**src/common/cacheGeomPkg.sv**
```systemverilog
// Cache geometry constants
`default_nettype none

package cacheGeomPkg;

    // byte address width of the load/store path
    parameter int addrBits = 18;

    // 64 sets of one word each
    parameter int defaultIndexBits = 6;

    // addr[17:16] == 2'b11 selects the uncached IO region
    parameter logic [1:0] ioRegionTop = 2'd3;

endpackage

`default_nettype wire

```
**src/common/memAccessPkg.sv**
```systemverilog
// Memory access types
`default_nettype none

package memAccessPkg;

    // access size of a load or store
    typedef enum logic [1:0] {
        lenByte = 2'd0,
        lenHalf = 2'd1,
        lenWord = 2'd2
    } accessLen;

    typedef logic [31:0] wordT;
    typedef logic [cacheGeomPkg::addrBits-1:0] addrT;

    // request from the load/store unit
    typedef struct packed {
        logic     rw;     // 1 = store
        accessLen len;
        addrT     addr;
        wordT     sdata;
    } lsReq;

    // request from the cache to the byte sequencer
    typedef struct packed {
        logic     rw;
        accessLen len;
        addrT     addr;
        wordT     sdata;  // store data, or the victim line on writeback
    } memReq;

endpackage

`default_nettype wire

```
**src/dcache/dcacheArray.sv**
```systemverilog
// Cache tag and data array
`timescale 1ns/10ps
`default_nettype none

module dcacheArray #(
    parameter int indexBits = cacheGeomPkg::defaultIndexBits,
    localparam int tagBits = cacheGeomPkg::addrBits - indexBits - 2
) (
    input  wire                      clk,
    input  wire                      rst,
    input  wire                      rdy,
    input  wire [indexBits-1:0]      index,
    input  wire [tagBits-1:0]        tag,
    input  wire                      we,
    input  wire                      wDirty,
    input  wire [tagBits-1:0]        wTag,
    input  wire memAccessPkg::wordT  wData,
    output logic                     hit,
    output logic                     victimDirty,
    output logic [tagBits-1:0]       victimTag,
    output memAccessPkg::wordT       lineData
);
    localparam int sets = 1 << indexBits;

    memAccessPkg::wordT dataMem [sets];
    logic [tagBits-1:0] tagMem [sets];
    logic [sets-1:0] validVec;
    logic [sets-1:0] dirtyVec;

    // combinational read, same cycle as the request
    assign hit = validVec[index] && (tagMem[index] == tag);
    assign victimDirty = validVec[index] && dirtyVec[index];
    assign victimTag = tagMem[index];
    assign lineData = dataMem[index];

    always_ff @(posedge clk) begin
        if (rst) begin
            validVec <= '0;
            dirtyVec <= '0;
        end else if (rdy && we) begin
            validVec[index] <= 1'b1;
            dirtyVec[index] <= wDirty;
        end
    end

    always_ff @(posedge clk) begin
        if (rdy && we) begin
            dataMem[index] <= wData;
            tagMem[index] <= wTag;
        end
    end

endmodule

`default_nettype wire

```
**src/dcache/laneAlign.sv**
```systemverilog
// Byte lane alignment
`timescale 1ns/10ps
`default_nettype none

module laneAlign (
    input  wire memAccessPkg::accessLen len,
    input  wire [1:0]                   offset,
    input  wire memAccessPkg::wordT     sdata,
    input  wire memAccessPkg::wordT     lineData,
    output memAccessPkg::wordT          mergedWord,
    output memAccessPkg::wordT          laneWord
);
    logic [4:0] sh;
    memAccessPkg::wordT shifted;
    memAccessPkg::wordT mask;

    always_comb begin
        sh = {offset, 3'b000};   // byte offset in bits
        shifted = lineData >> sh;
        mask = (len == memAccessPkg::lenByte) ? 32'h0000_00ff : 32'h0000_ffff;

        halfLanes: assert #0 (len !== memAccessPkg::lenHalf || offset !== 2'b11)
            else $error("halfword access at offset 3");

        if (len == memAccessPkg::lenWord) begin
            mergedWord = sdata;
            laneWord = lineData;
        end else begin
            // replace the addressed lanes, keep the rest of the line
            mergedWord = (lineData & ~(mask << sh)) | ((sdata & mask) << sh);
            laneWord = shifted & mask;   // zero extend
        end
    end

endmodule

`default_nettype wire

```
**src/dcache/dcacheCtrl.sv**
```systemverilog
// Data cache controller
`timescale 1ns/10ps
`default_nettype none

module dcacheCtrl #(
    parameter int indexBits = cacheGeomPkg::defaultIndexBits,
    localparam int tagBits = cacheGeomPkg::addrBits - indexBits - 2
) (
    input  wire                      clk,
    input  wire                      rst,
    input  wire                      rdy,
    input  wire                      lsEn,
    input  wire memAccessPkg::lsReq  req,
    input  wire                      hit,
    input  wire                      victimDirty,
    input  wire [tagBits-1:0]        victimTag,
    input  wire memAccessPkg::wordT  lineData,
    input  wire memAccessPkg::wordT  mergedWord,
    input  wire memAccessPkg::wordT  laneWord,
    input  wire                      memDone,
    input  wire memAccessPkg::wordT  memRdata,
    output logic                     arrWe,
    output logic                     arrDirty,
    output memAccessPkg::wordT       arrWord,
    output logic                     memEn,
    output memAccessPkg::memReq      mReq,
    output logic                     done,
    output memAccessPkg::wordT       ldData,
    output memAccessPkg::lsReq       heldReq
);
    typedef enum logic [2:0] {stIdle, stWriteback, stRefill, stBypass, stFinish} ctrlState;

    ctrlState state;
    memAccessPkg::lsReq heldQ;
    memAccessPkg::lsReq curReq;
    memAccessPkg::addrT lineAddr;
    memAccessPkg::addrT victimAddr;
    logic isIo;
    logic isWord;
    logic cacheHit;
    logic start;

    // in idle the live request indexes the array, so a hit answers next cycle
    assign curReq = (state == stIdle) ? req : heldQ;
    assign heldReq = curReq;

    assign isIo = curReq.addr[cacheGeomPkg::addrBits-1 -: 2] == cacheGeomPkg::ioRegionTop;
    assign isWord = (curReq.len == memAccessPkg::lenWord) && !isIo;
    assign cacheHit = hit && !isIo;
    assign start = rdy && lsEn && (state == stIdle);

    assign lineAddr = {curReq.addr[cacheGeomPkg::addrBits-1:2], 2'b00};
    assign victimAddr = {victimTag, curReq.addr[indexBits+1:2], 2'b00};

    assign done = rdy && (state == stFinish);

    // array write port: store hit or word allocate, else refill
    always_comb begin
        arrWe = 1'b0;
        arrDirty = 1'b1;
        arrWord = mergedWord;
        if (start && curReq.rw && (cacheHit || isWord)) begin
            arrWe = 1'b1;
        end else if (rdy && (state == stRefill) && memDone) begin
            arrWe = 1'b1;
            arrDirty = 1'b0;   // refilled line matches memory
            arrWord = memRdata;
        end
    end

    always_ff @(posedge clk) begin
        if (rst) begin
            state <= stIdle;
            memEn <= 1'b0;
        end else if (rdy) begin
            memEn <= 1'b0;
            case (state)
                stIdle: begin
                    if (lsEn) begin
                        if (cacheHit) begin
                            state <= stFinish;
                        end else if (isWord && victimDirty) begin
                            memEn <= 1'b1;
                            state <= stWriteback;
                        end else if (isWord && curReq.rw) begin
                            state <= stFinish;   // allocate without fetch
                        end else if (isWord) begin
                            memEn <= 1'b1;
                            state <= stRefill;
                        end else begin
                            memEn <= 1'b1;
                            state <= stBypass;
                        end
                    end
                end
                stWriteback: begin
                    if (memDone) begin
                        memEn <= !heldQ.rw;   // loads go on to refill
                        state <= heldQ.rw ? stFinish : stRefill;
                    end
                end
                stRefill, stBypass: begin
                    if (memDone) state <= stFinish;
                end
                default: state <= stIdle;   // finish lasts one cycle
            endcase
        end
    end

    // request payload and load result
    always_ff @(posedge clk) begin
        if (start) begin
            heldQ <= req;
            if (cacheHit && !curReq.rw) ldData <= laneWord;
            if (!cacheHit && isWord && victimDirty) begin
                mReq <= '{rw: 1'b1, len: memAccessPkg::lenWord, addr: victimAddr, sdata: lineData};
            end else if (!cacheHit && isWord) begin
                mReq <= '{rw: 1'b0, len: memAccessPkg::lenWord, addr: lineAddr, sdata: '0};
            end else if (!cacheHit) begin
                mReq <= '{rw: curReq.rw, len: curReq.len, addr: curReq.addr, sdata: curReq.sdata};
            end
        end else if (rdy && memDone) begin
            if (state == stWriteback) begin
                mReq <= '{rw: 1'b0, len: memAccessPkg::lenWord, addr: lineAddr, sdata: '0};
            end else if (!heldQ.rw) begin
                ldData <= memRdata;   // sequencer zero-fills unused lanes
            end
        end
    end

    lsEnIdle: assert property (@(posedge clk) disable iff (rst) lsEn |-> state == stIdle)
        else $error("lsEn raised while an access is in progress");

    memEnOnce: assert property (@(posedge clk) disable iff (rst)
        (memEn && rdy) |=> !(memEn && rdy) until memDone)
        else $error("second memEn before memDone");

endmodule

`default_nettype wire

```
**src/design/memByteSeq.sv**
```systemverilog
// Memory byte sequencer
`timescale 1ns/10ps
`default_nettype none

module memByteSeq (
    input  wire                      clk,
    input  wire                      rst,
    input  wire                      rdy,
    input  wire                      memEn,
    input  wire memAccessPkg::memReq mReq,
    input  wire [7:0]                ramDin,
    output logic                     memDone,
    output memAccessPkg::wordT       memRdata,
    output memAccessPkg::addrT       ramAddr,
    output logic                     ramWr,
    output logic [7:0]               ramDout
);
    memAccessPkg::memReq cur;
    memAccessPkg::addrT issueAddr;
    memAccessPkg::addrT lastAddr;
    logic busy;
    logic [1:0] byteIdx;
    logic [1:0] lastIdx;
    logic capPend;
    logic capLast;
    logic [1:0] capLane;

    function automatic logic [1:0] lastByte(input memAccessPkg::accessLen len);
        case (len)
            memAccessPkg::lenByte: lastByte = 2'd0;
            memAccessPkg::lenHalf: lastByte = 2'd1;
            default:               lastByte = 2'd3;
        endcase
    endfunction

    assign issueAddr = cur.addr + memAccessPkg::addrT'(byteIdx);

    // while stalled the RAM keeps seeing the last issued byte, so the
    // byte that lands after the stall is still the one expected
    assign ramAddr = (rdy && busy) ? issueAddr : lastAddr;
    assign ramWr = rdy && busy && cur.rw;
    assign ramDout = cur.sdata[{byteIdx, 3'b000} +: 8];

    always_ff @(posedge clk) begin
        if (rst) begin
            busy <= 1'b0;
            byteIdx <= 2'd0;
            capPend <= 1'b0;
            memDone <= 1'b0;
        end else if (rdy) begin
            // writes finish after the last byte, reads after it comes back
            memDone <= (busy && cur.rw && byteIdx == lastIdx) || (capPend && capLast);
            capPend <= busy && !cur.rw;
            if (memEn) begin
                busy <= 1'b1;
                byteIdx <= 2'd0;
            end else if (busy) begin
                byteIdx <= byteIdx + 2'd1;
                if (byteIdx == lastIdx) busy <= 1'b0;
            end
        end
    end

    always_ff @(posedge clk) begin
        if (rdy) begin
            if (memEn) begin
                cur <= mReq;
                lastIdx <= lastByte(mReq.len);
                memRdata <= '0;   // unused lanes read as zero
            end
            if (busy) begin
                lastAddr <= issueAddr;
                capLane <= byteIdx;
                capLast <= byteIdx == lastIdx;
            end
            if (capPend) memRdata[{capLane, 3'b000} +: 8] <= ramDin;
        end
    end

    memEnIdle: assert property (@(posedge clk) disable iff (rst) (memEn && rdy) |-> !busy)
        else $error("memEn while the byte counter is running");

endmodule

`default_nettype wire

```
**src/design/dcacheTop.sv**
```systemverilog
// Data cache subsystem top
`timescale 1ns/10ps
`default_nettype none

module dcacheTop #(
    parameter int indexBits = cacheGeomPkg::defaultIndexBits,
    localparam int tagBits = cacheGeomPkg::addrBits - indexBits - 2
) (
    input  wire                      clk,
    input  wire                      rst,
    input  wire                      rdy,
    input  wire                      lsEn,
    input  wire memAccessPkg::lsReq  req,
    input  wire [7:0]                ramDin,
    output logic                     done,
    output memAccessPkg::wordT       ldData,
    output memAccessPkg::addrT       ramAddr,
    output logic                     ramWr,
    output logic [7:0]               ramDout
);
    memAccessPkg::lsReq heldReq;
    memAccessPkg::memReq mReq;
    memAccessPkg::wordT lineData;
    memAccessPkg::wordT mergedWord;
    memAccessPkg::wordT laneWord;
    memAccessPkg::wordT arrWord;
    memAccessPkg::wordT memRdata;
    logic [tagBits-1:0] victimTag;
    logic hit;
    logic victimDirty;
    logic arrWe;
    logic arrDirty;
    logic memEn;
    logic memDone;

    dcacheCtrl #(.indexBits(indexBits)) ctrl (
        .clk(clk), .rst(rst), .rdy(rdy), .lsEn(lsEn), .req(req),
        .hit(hit), .victimDirty(victimDirty), .victimTag(victimTag),
        .lineData(lineData), .mergedWord(mergedWord), .laneWord(laneWord),
        .memDone(memDone), .memRdata(memRdata),
        .arrWe(arrWe), .arrDirty(arrDirty), .arrWord(arrWord),
        .memEn(memEn), .mReq(mReq), .done(done), .ldData(ldData), .heldReq(heldReq)
    );

    dcacheArray #(.indexBits(indexBits)) array (
        .clk(clk), .rst(rst), .rdy(rdy),
        .index(heldReq.addr[indexBits+1:2]),
        .tag(heldReq.addr[cacheGeomPkg::addrBits-1:indexBits+2]),
        .we(arrWe), .wDirty(arrDirty),
        .wTag(heldReq.addr[cacheGeomPkg::addrBits-1:indexBits+2]),
        .wData(arrWord),
        .hit(hit), .victimDirty(victimDirty), .victimTag(victimTag), .lineData(lineData)
    );

    laneAlign align (
        .len(heldReq.len), .offset(heldReq.addr[1:0]), .sdata(heldReq.sdata),
        .lineData(lineData), .mergedWord(mergedWord), .laneWord(laneWord)
    );

    memByteSeq seq (
        .clk(clk), .rst(rst), .rdy(rdy), .memEn(memEn), .mReq(mReq), .ramDin(ramDin),
        .memDone(memDone), .memRdata(memRdata),
        .ramAddr(ramAddr), .ramWr(ramWr), .ramDout(ramDout)
    );

endmodule

`default_nettype wire

```
**config.mk**
```make
export PLATFORM = sky130hd
export DESIGN_NAME = dcacheTop
export DESIGN_NICKNAME = d
export VERILOG_FILES = /design/src/common/cacheGeomPkg.sv /design/src/common/memAccessPkg.sv /design/src/dcache/dcacheArray.sv /design/src/dcache/laneAlign.sv /design/src/dcache/dcacheCtrl.sv /design/src/design/memByteSeq.sv /design/src/design/dcacheTop.sv
export SDC_FILE = /design/constraint.sdc
export NUM_CORES = 2
export LEC_CHECK = 0
export BUFFER_PORTS_ARGS = -buffer_cell sky130_fd_sc_hd__buf_2
export CELL_PAD_IN_SITES_DETAIL_PLACEMENT = 1
export CELL_PAD_IN_SITES_GLOBAL_PLACEMENT = 2
export CORE_MARGIN = 4
export CORE_UTILIZATION = 36
export DETAILED_ROUTE_END_ITERATION = 7
export PLACE_DENSITY = 0.63
export SYNTH_ARGS = -nofsm -noshare
export SYNTH_HDL_FRONTEND = slang
export SYNTH_HIERARCHICAL = 1
export SYNTH_SLANG_ARGS = --single-unit
```
**constraint.sdc**
```tcl
create_clock -name clk -period 10.7 [get_ports clk]
set_input_delay 2.14 -clock clk [delete_from_list [all_inputs] [get_ports clk]]
set_output_delay 2.14 -clock clk [all_outputs]
set_load 0.05 [all_outputs]
```
# --- Word-level counts from Yosys, hierarchy flattened ---
# Memory sizes are Yosys's and may differ from the RTL's.
# Index checks and enable logic that the tools add are counted.
# W data, S select, Z words.
totals:
  ff_bits: 381
  mem_bits_rw: 2688
  in_bits: 65
  output_inout_bits: 60
  wordCells: 161
  n_memories: 2
op_classes:
  add_sub_neg: 3
  n_lt_le_gt_ge: 2
  n_eq_ne: 16
  shift: 6
  muxes: 56
  bitwise: 6
  reduce_logical: 45
memory_table:
  columns: ["memory", "words", "word_bits", "rd", "rd_clocked_by_memory_dff", "wr", "line_no", "text"]
  rows:
  - ["array.dataMem", 64, 32, 1, 0, 1, "dcacheArray.sv:25", "memAccessPkg::wordT dataMem [sets];"]
  - ["array.tagMem", 64, 10, 1, 0, 1, "dcacheArray.sv:26", "logic [tagBits-1:0] tagMem [sets];"]
ops:
  columns: ["op", "n"]
  rows:
  - ["$mux W32", 12]
  - ["$mux W53", 7]
  - ["$and A32 B32 Y32", 3]
  - ["$bwmux W64", 1]
  - ["$or A64 B64 Y64", 1]
  - ["$shl A32 B5 Y32", 2]
  - ["$bwmux W32", 1]
  - ["$not A32 Y32", 1]
  - ["$or A32 B32 Y32", 1]
  - ["$shift A8 B7 Y32 const A", 1]
  - ["$shiftx A32 B6 Y8", 1]
  - ["$shiftx A8 B7 Y32", 1]
  - ["$shr A32 B5 Y32", 1]
  - ["$logic_and A1 B1 Y1", 25]
  - ["$mux W3", 7]
  - ["$add A18 B2 Y18", 1]
  - ["$mux W1", 18]
  - ["$mux W18", 1]
  - ["$mux W16", 1]
  - ["$bmux W1 S6", 2]
  - ["$eq A10 B10 Y1", 1]
  - ["$pmux W3 S3", 1]
  - ["$reduce_and A4 Y1", 2]
  - ["$lt A6 B7 Y1 const B", 1]
  - ["24 further kinds", 41]

# --- Logic depth before layout (Yosys ltp) ---
logic_depth:
  depth_word: 12
  ltp_mapped: 30
  ltp_nobuf: 21

# --- By module ---
# Netlist, hierarchy kept.
by_module_without_submodules:
  columns: ["mod", "instances", "cells_per_inst", "area_each_um2"]
  rows:
  - ["dcacheArray", 1, 4953, 107534.4]
  - ["dcacheCtrl", 1, 530, 6672.6]
  - ["memByteSeq", 1, 292, 4730.8]
  - ["laneAlign", 1, 219, 1503.9]

# --- Least setup slack after synthesis ---
# OpenSTA, ideal clock, no wires.
synth_timing:
  path_type: "input -> register"
  start: "in req[36] (netlist bit)"
  end: "mem array/dataMem[17][0] (netlist bit) (enable)"
  setup_ns: 0.444
  t_arrival_ns: 7.820
  required_time_ns: 10.256
  setup_slack_ns: 2.436
  path_stages: 20
  cell_sequence: "nand2_1 -> nand2_1 -> buf_4 -> buf_1 -> mux4_2 -> a22oi_1 -> nand4_1 -> or4_1 -> xnor2_1 -> o2111ai_1 -> nor4_2 -> a21boi_0 -> mux2_2 -> nand3b_1 -> a21bo_2 -> nand2_1 -> nor2_1 -> nand2_1 -> clkbuf_1 -> nor2_1"
synth_rtl:
  columns: ["element", "line_no", "text"]
  rows:
  - ["from (decl)", "dcacheTop.sv:13", "input wire memAccessPkg::lsReq req,"]
  - ["to (decl)", "dcacheArray.sv:25", null]

==> summary.txt <==
Outcome
  – Status: finished, final reports clean

Critical path
  – Most frequent CP cell: buf_4
  – R2R setup slack: 2.23 ns
  – Critical path, cell by cell: or3_1, buf_4, nand2_1, nand2_2, buf_4, buf_4, nor2_1, a22oi_1, nand3_1, or4_1, nor2_1, o2111ai_1, nor4_2, buf_4, a21boi_0, mux2_2, nand3b_1, a21bo_2, nand2_1, nor2_1, nand2_1, buf_4, nor2_4, buf_12
  – Crit start category: flop
  – Slowest cell on crit path: nor4_2
  – Delay-heaviest family, CP: simple AND/OR/NAND/NOR gates
  – CP endpoint kind: flop
  – CP required: roughly 11 ns
  – Slowest stage delay, CP: 0.80 ns
  – R2r worst-path depth: 24
  – Crit Reg-Reg Startpoint: ctrl/state[2]
  – CP Class: reg -> reg
  – Buf+Inv Stages, Crit Path: 6
  – WP data arrival: 9.03 ns
  – CP Max Fanout: 35
  – Worst r2r dst: array/dataMem[1][3]

Floorplan
  – Die width: roughly 600 um
  – Starting Density: 36.1%
  – IO Pins: between 100 and 150
  – Die area: roughly 340000 sq um
  – Die Y: 586 um
  – Num rows: around 210
  – Core area: 333000 sq um

Global route
  – Grt total ovfl: 0
  – First-pass GRT wire length: roughly 550000 um
  – Vias in the first global route: roughly 66000
  – Total GRT Usage: between 20% and 30%
  – Largest net degree at the start of global routing: approximately 120
  – Initial antenna violation count: 33

Drt
  – Vias: approximately 64000
  – DR iter-0 viols: 7740
  – DRC viols: 0
  – Drt via density: between 5 and 6
  – Routed wire length: 393000 um
  – Pre-antenna DRT Iters: 5
  – Detail Route Antenna Nets: 0
  – WL/cell: 35.6 um

Min path
  – Min-Delay Startpoint: ctrl/mReq[30]
  – Hold Crit Depth: 0
  – Hold crit path type: reg -> reg
  – Worst Hold Path EP: seq/cur[30]

Timing
  – Setup Viol. Count Final: 0
  – RSZ-0062 raised after global routing: no
  – Final TNS setup: 0 ns
  – Clk_skew: 0.0357 ns
  – Final Hold Viols: 0
  – Slew Viols, Final: 0
  – Min cycle time layout: 8.47 ns
  – Fmax: 0.118 GHz
  – Tcrit/Tclk final: 79.2%
  – Least-Margin Pin Slew: 1.36 ns
  – Max_slew headroom: under 10%

Finish
  – Area grow syn2layout: 15.8%
  – Reg area: 90800 sq um
  – Share of cells above drive strength 1: 26.7%
  – Multi-input gate area: around 29000 sq um
  – Fillcell total: 31200
  – Finished Layout Cells: 11100
  – Nets: 6476

Power and ir drop
  – Leak: 45.0 nW
  – PwrDens: 223 nW/um^2
  – Max VDD drop: 0.139 mV

Clock tree
  – Setup bufs post-CTS: 0
  – Worst-path clk slew: ~0.060 ns
  – CTS Sinks: ~3100
  – Root Buffer: clkbuf_16
  – Max clock buf depth: 4
  – CTS Hold Bufs: 0
  – Clock latency on the worst-skew pair: around 0.92 ns
  – H-tree levels: 5
  – CTS tree: yes
  – Post_cts resized: 0
  – Total CTS buffers: 328

Flow run
  – Max-cap violations: 0

Synthesis
  – YS warnings: 6
  – Synth Instances: 5993
  – Synth Cell Area: ~120000 sq um
  – Syn avg cell area: 20.1 sq um
  – Synthesized net count: 6066

Place
  – Dpl cells: 10500
  – Buffers added on ports: 124
  – DP HPWL: 233000 um
  – Final Wtd Congestion: 0.822
## layer usage
layer | share of wire [%] | track usage (%) | up-vias
li1 | - | - | 25600
met1 | 42 | 31.9 | 35100
met2 | 48 | 37.1 | 2726
met3 | 7.5 | 3.51 | 569
met4 | 2.6 | 5.71 | 2
met5 | 0.0046 | 0 | -
## per-stage QoR
step                hold slack [ns]  setup WS (ns)  power, mW  instance area, sq um  utilization, %
floorplan                     0.400           2.44       17.8                120000               -
global placement              0.401           1.68       20.2                129000            38.7
detailed placement            0.406           1.60       20.3                129000            38.7
CTS                           0.419           2.32       31.3                139000            41.8
global route                  0.424           2.06       32.1                139000            41.8
finish                        0.418           2.23       31.1                139000            41.8
## layout by cell type (no fill, tap or decap), types with 34 or more instances in the layout
master        n
a21oi_1     103
a22o_1       52
a22oi_1      44
buf_12      106
buf_2       123
buf_4       205
clkbuf_1     80
clkbuf_16   339
clkinv_1     66
clkinv_2     46
dfxtp_1     137
edfxtp_1   2932
mux2_2       85
mux2i_1     409
mux4_2      648
nand2_1     283
nand3_1      73
nor2_1      189
nor2_4       65
o21ai_0      80
o22ai_1     155
or4_1        34
## flip-flops by register name, summed over array words and instances, names as in the netlist, 3 cells and up
signal          count
array/dirtyVec     64
ctrl/heldQ         53
seq/memRdata       32
array/dataMem    2048
ctrl/ldData        32
ctrl/mReq          53
ctrl/state          3
array/tagMem      640
array/validVec     64
seq/lastAddr       18
seq/cur            51
## how the worst max path moves through the flow
stage	from	end	slack [ns]	depth (start not counted)
floorplan	req[36]	array/dataMem[17][0]	2.44	20
global placement	req[35]	array/dirtyVec[32]	1.68	25
detailed placement	req[35]	array/dataMem[32][11]	1.60	23
CTS	ctrl/state[2]	array/dataMem[32][15]	2.32	24
global route	ctrl/state[2]	array/dataMem[1][3]	2.06	24
finish	ctrl/state[2]	array/dataMem[1][3]	2.23	24
## cell type report
type                    instances  area share (%)
flip-flops and latches       3069            65.1
diodes                          7          0.0126
well taps                    4387            3.94
clock buffers                 432            6.43
clock inverters               154           0.940
inverters                      17          0.0529
repair buffers                434            3.07
multi-input cells            2553            20.5
## power by group
group          internal (mW)  switching, mW  total [mW]
Sequential              14.5         0.0258        14.5
Combinational           1.62           3.87        5.49
Clock                   6.33           4.80        11.1
Power figures use the tool's default switching activity.
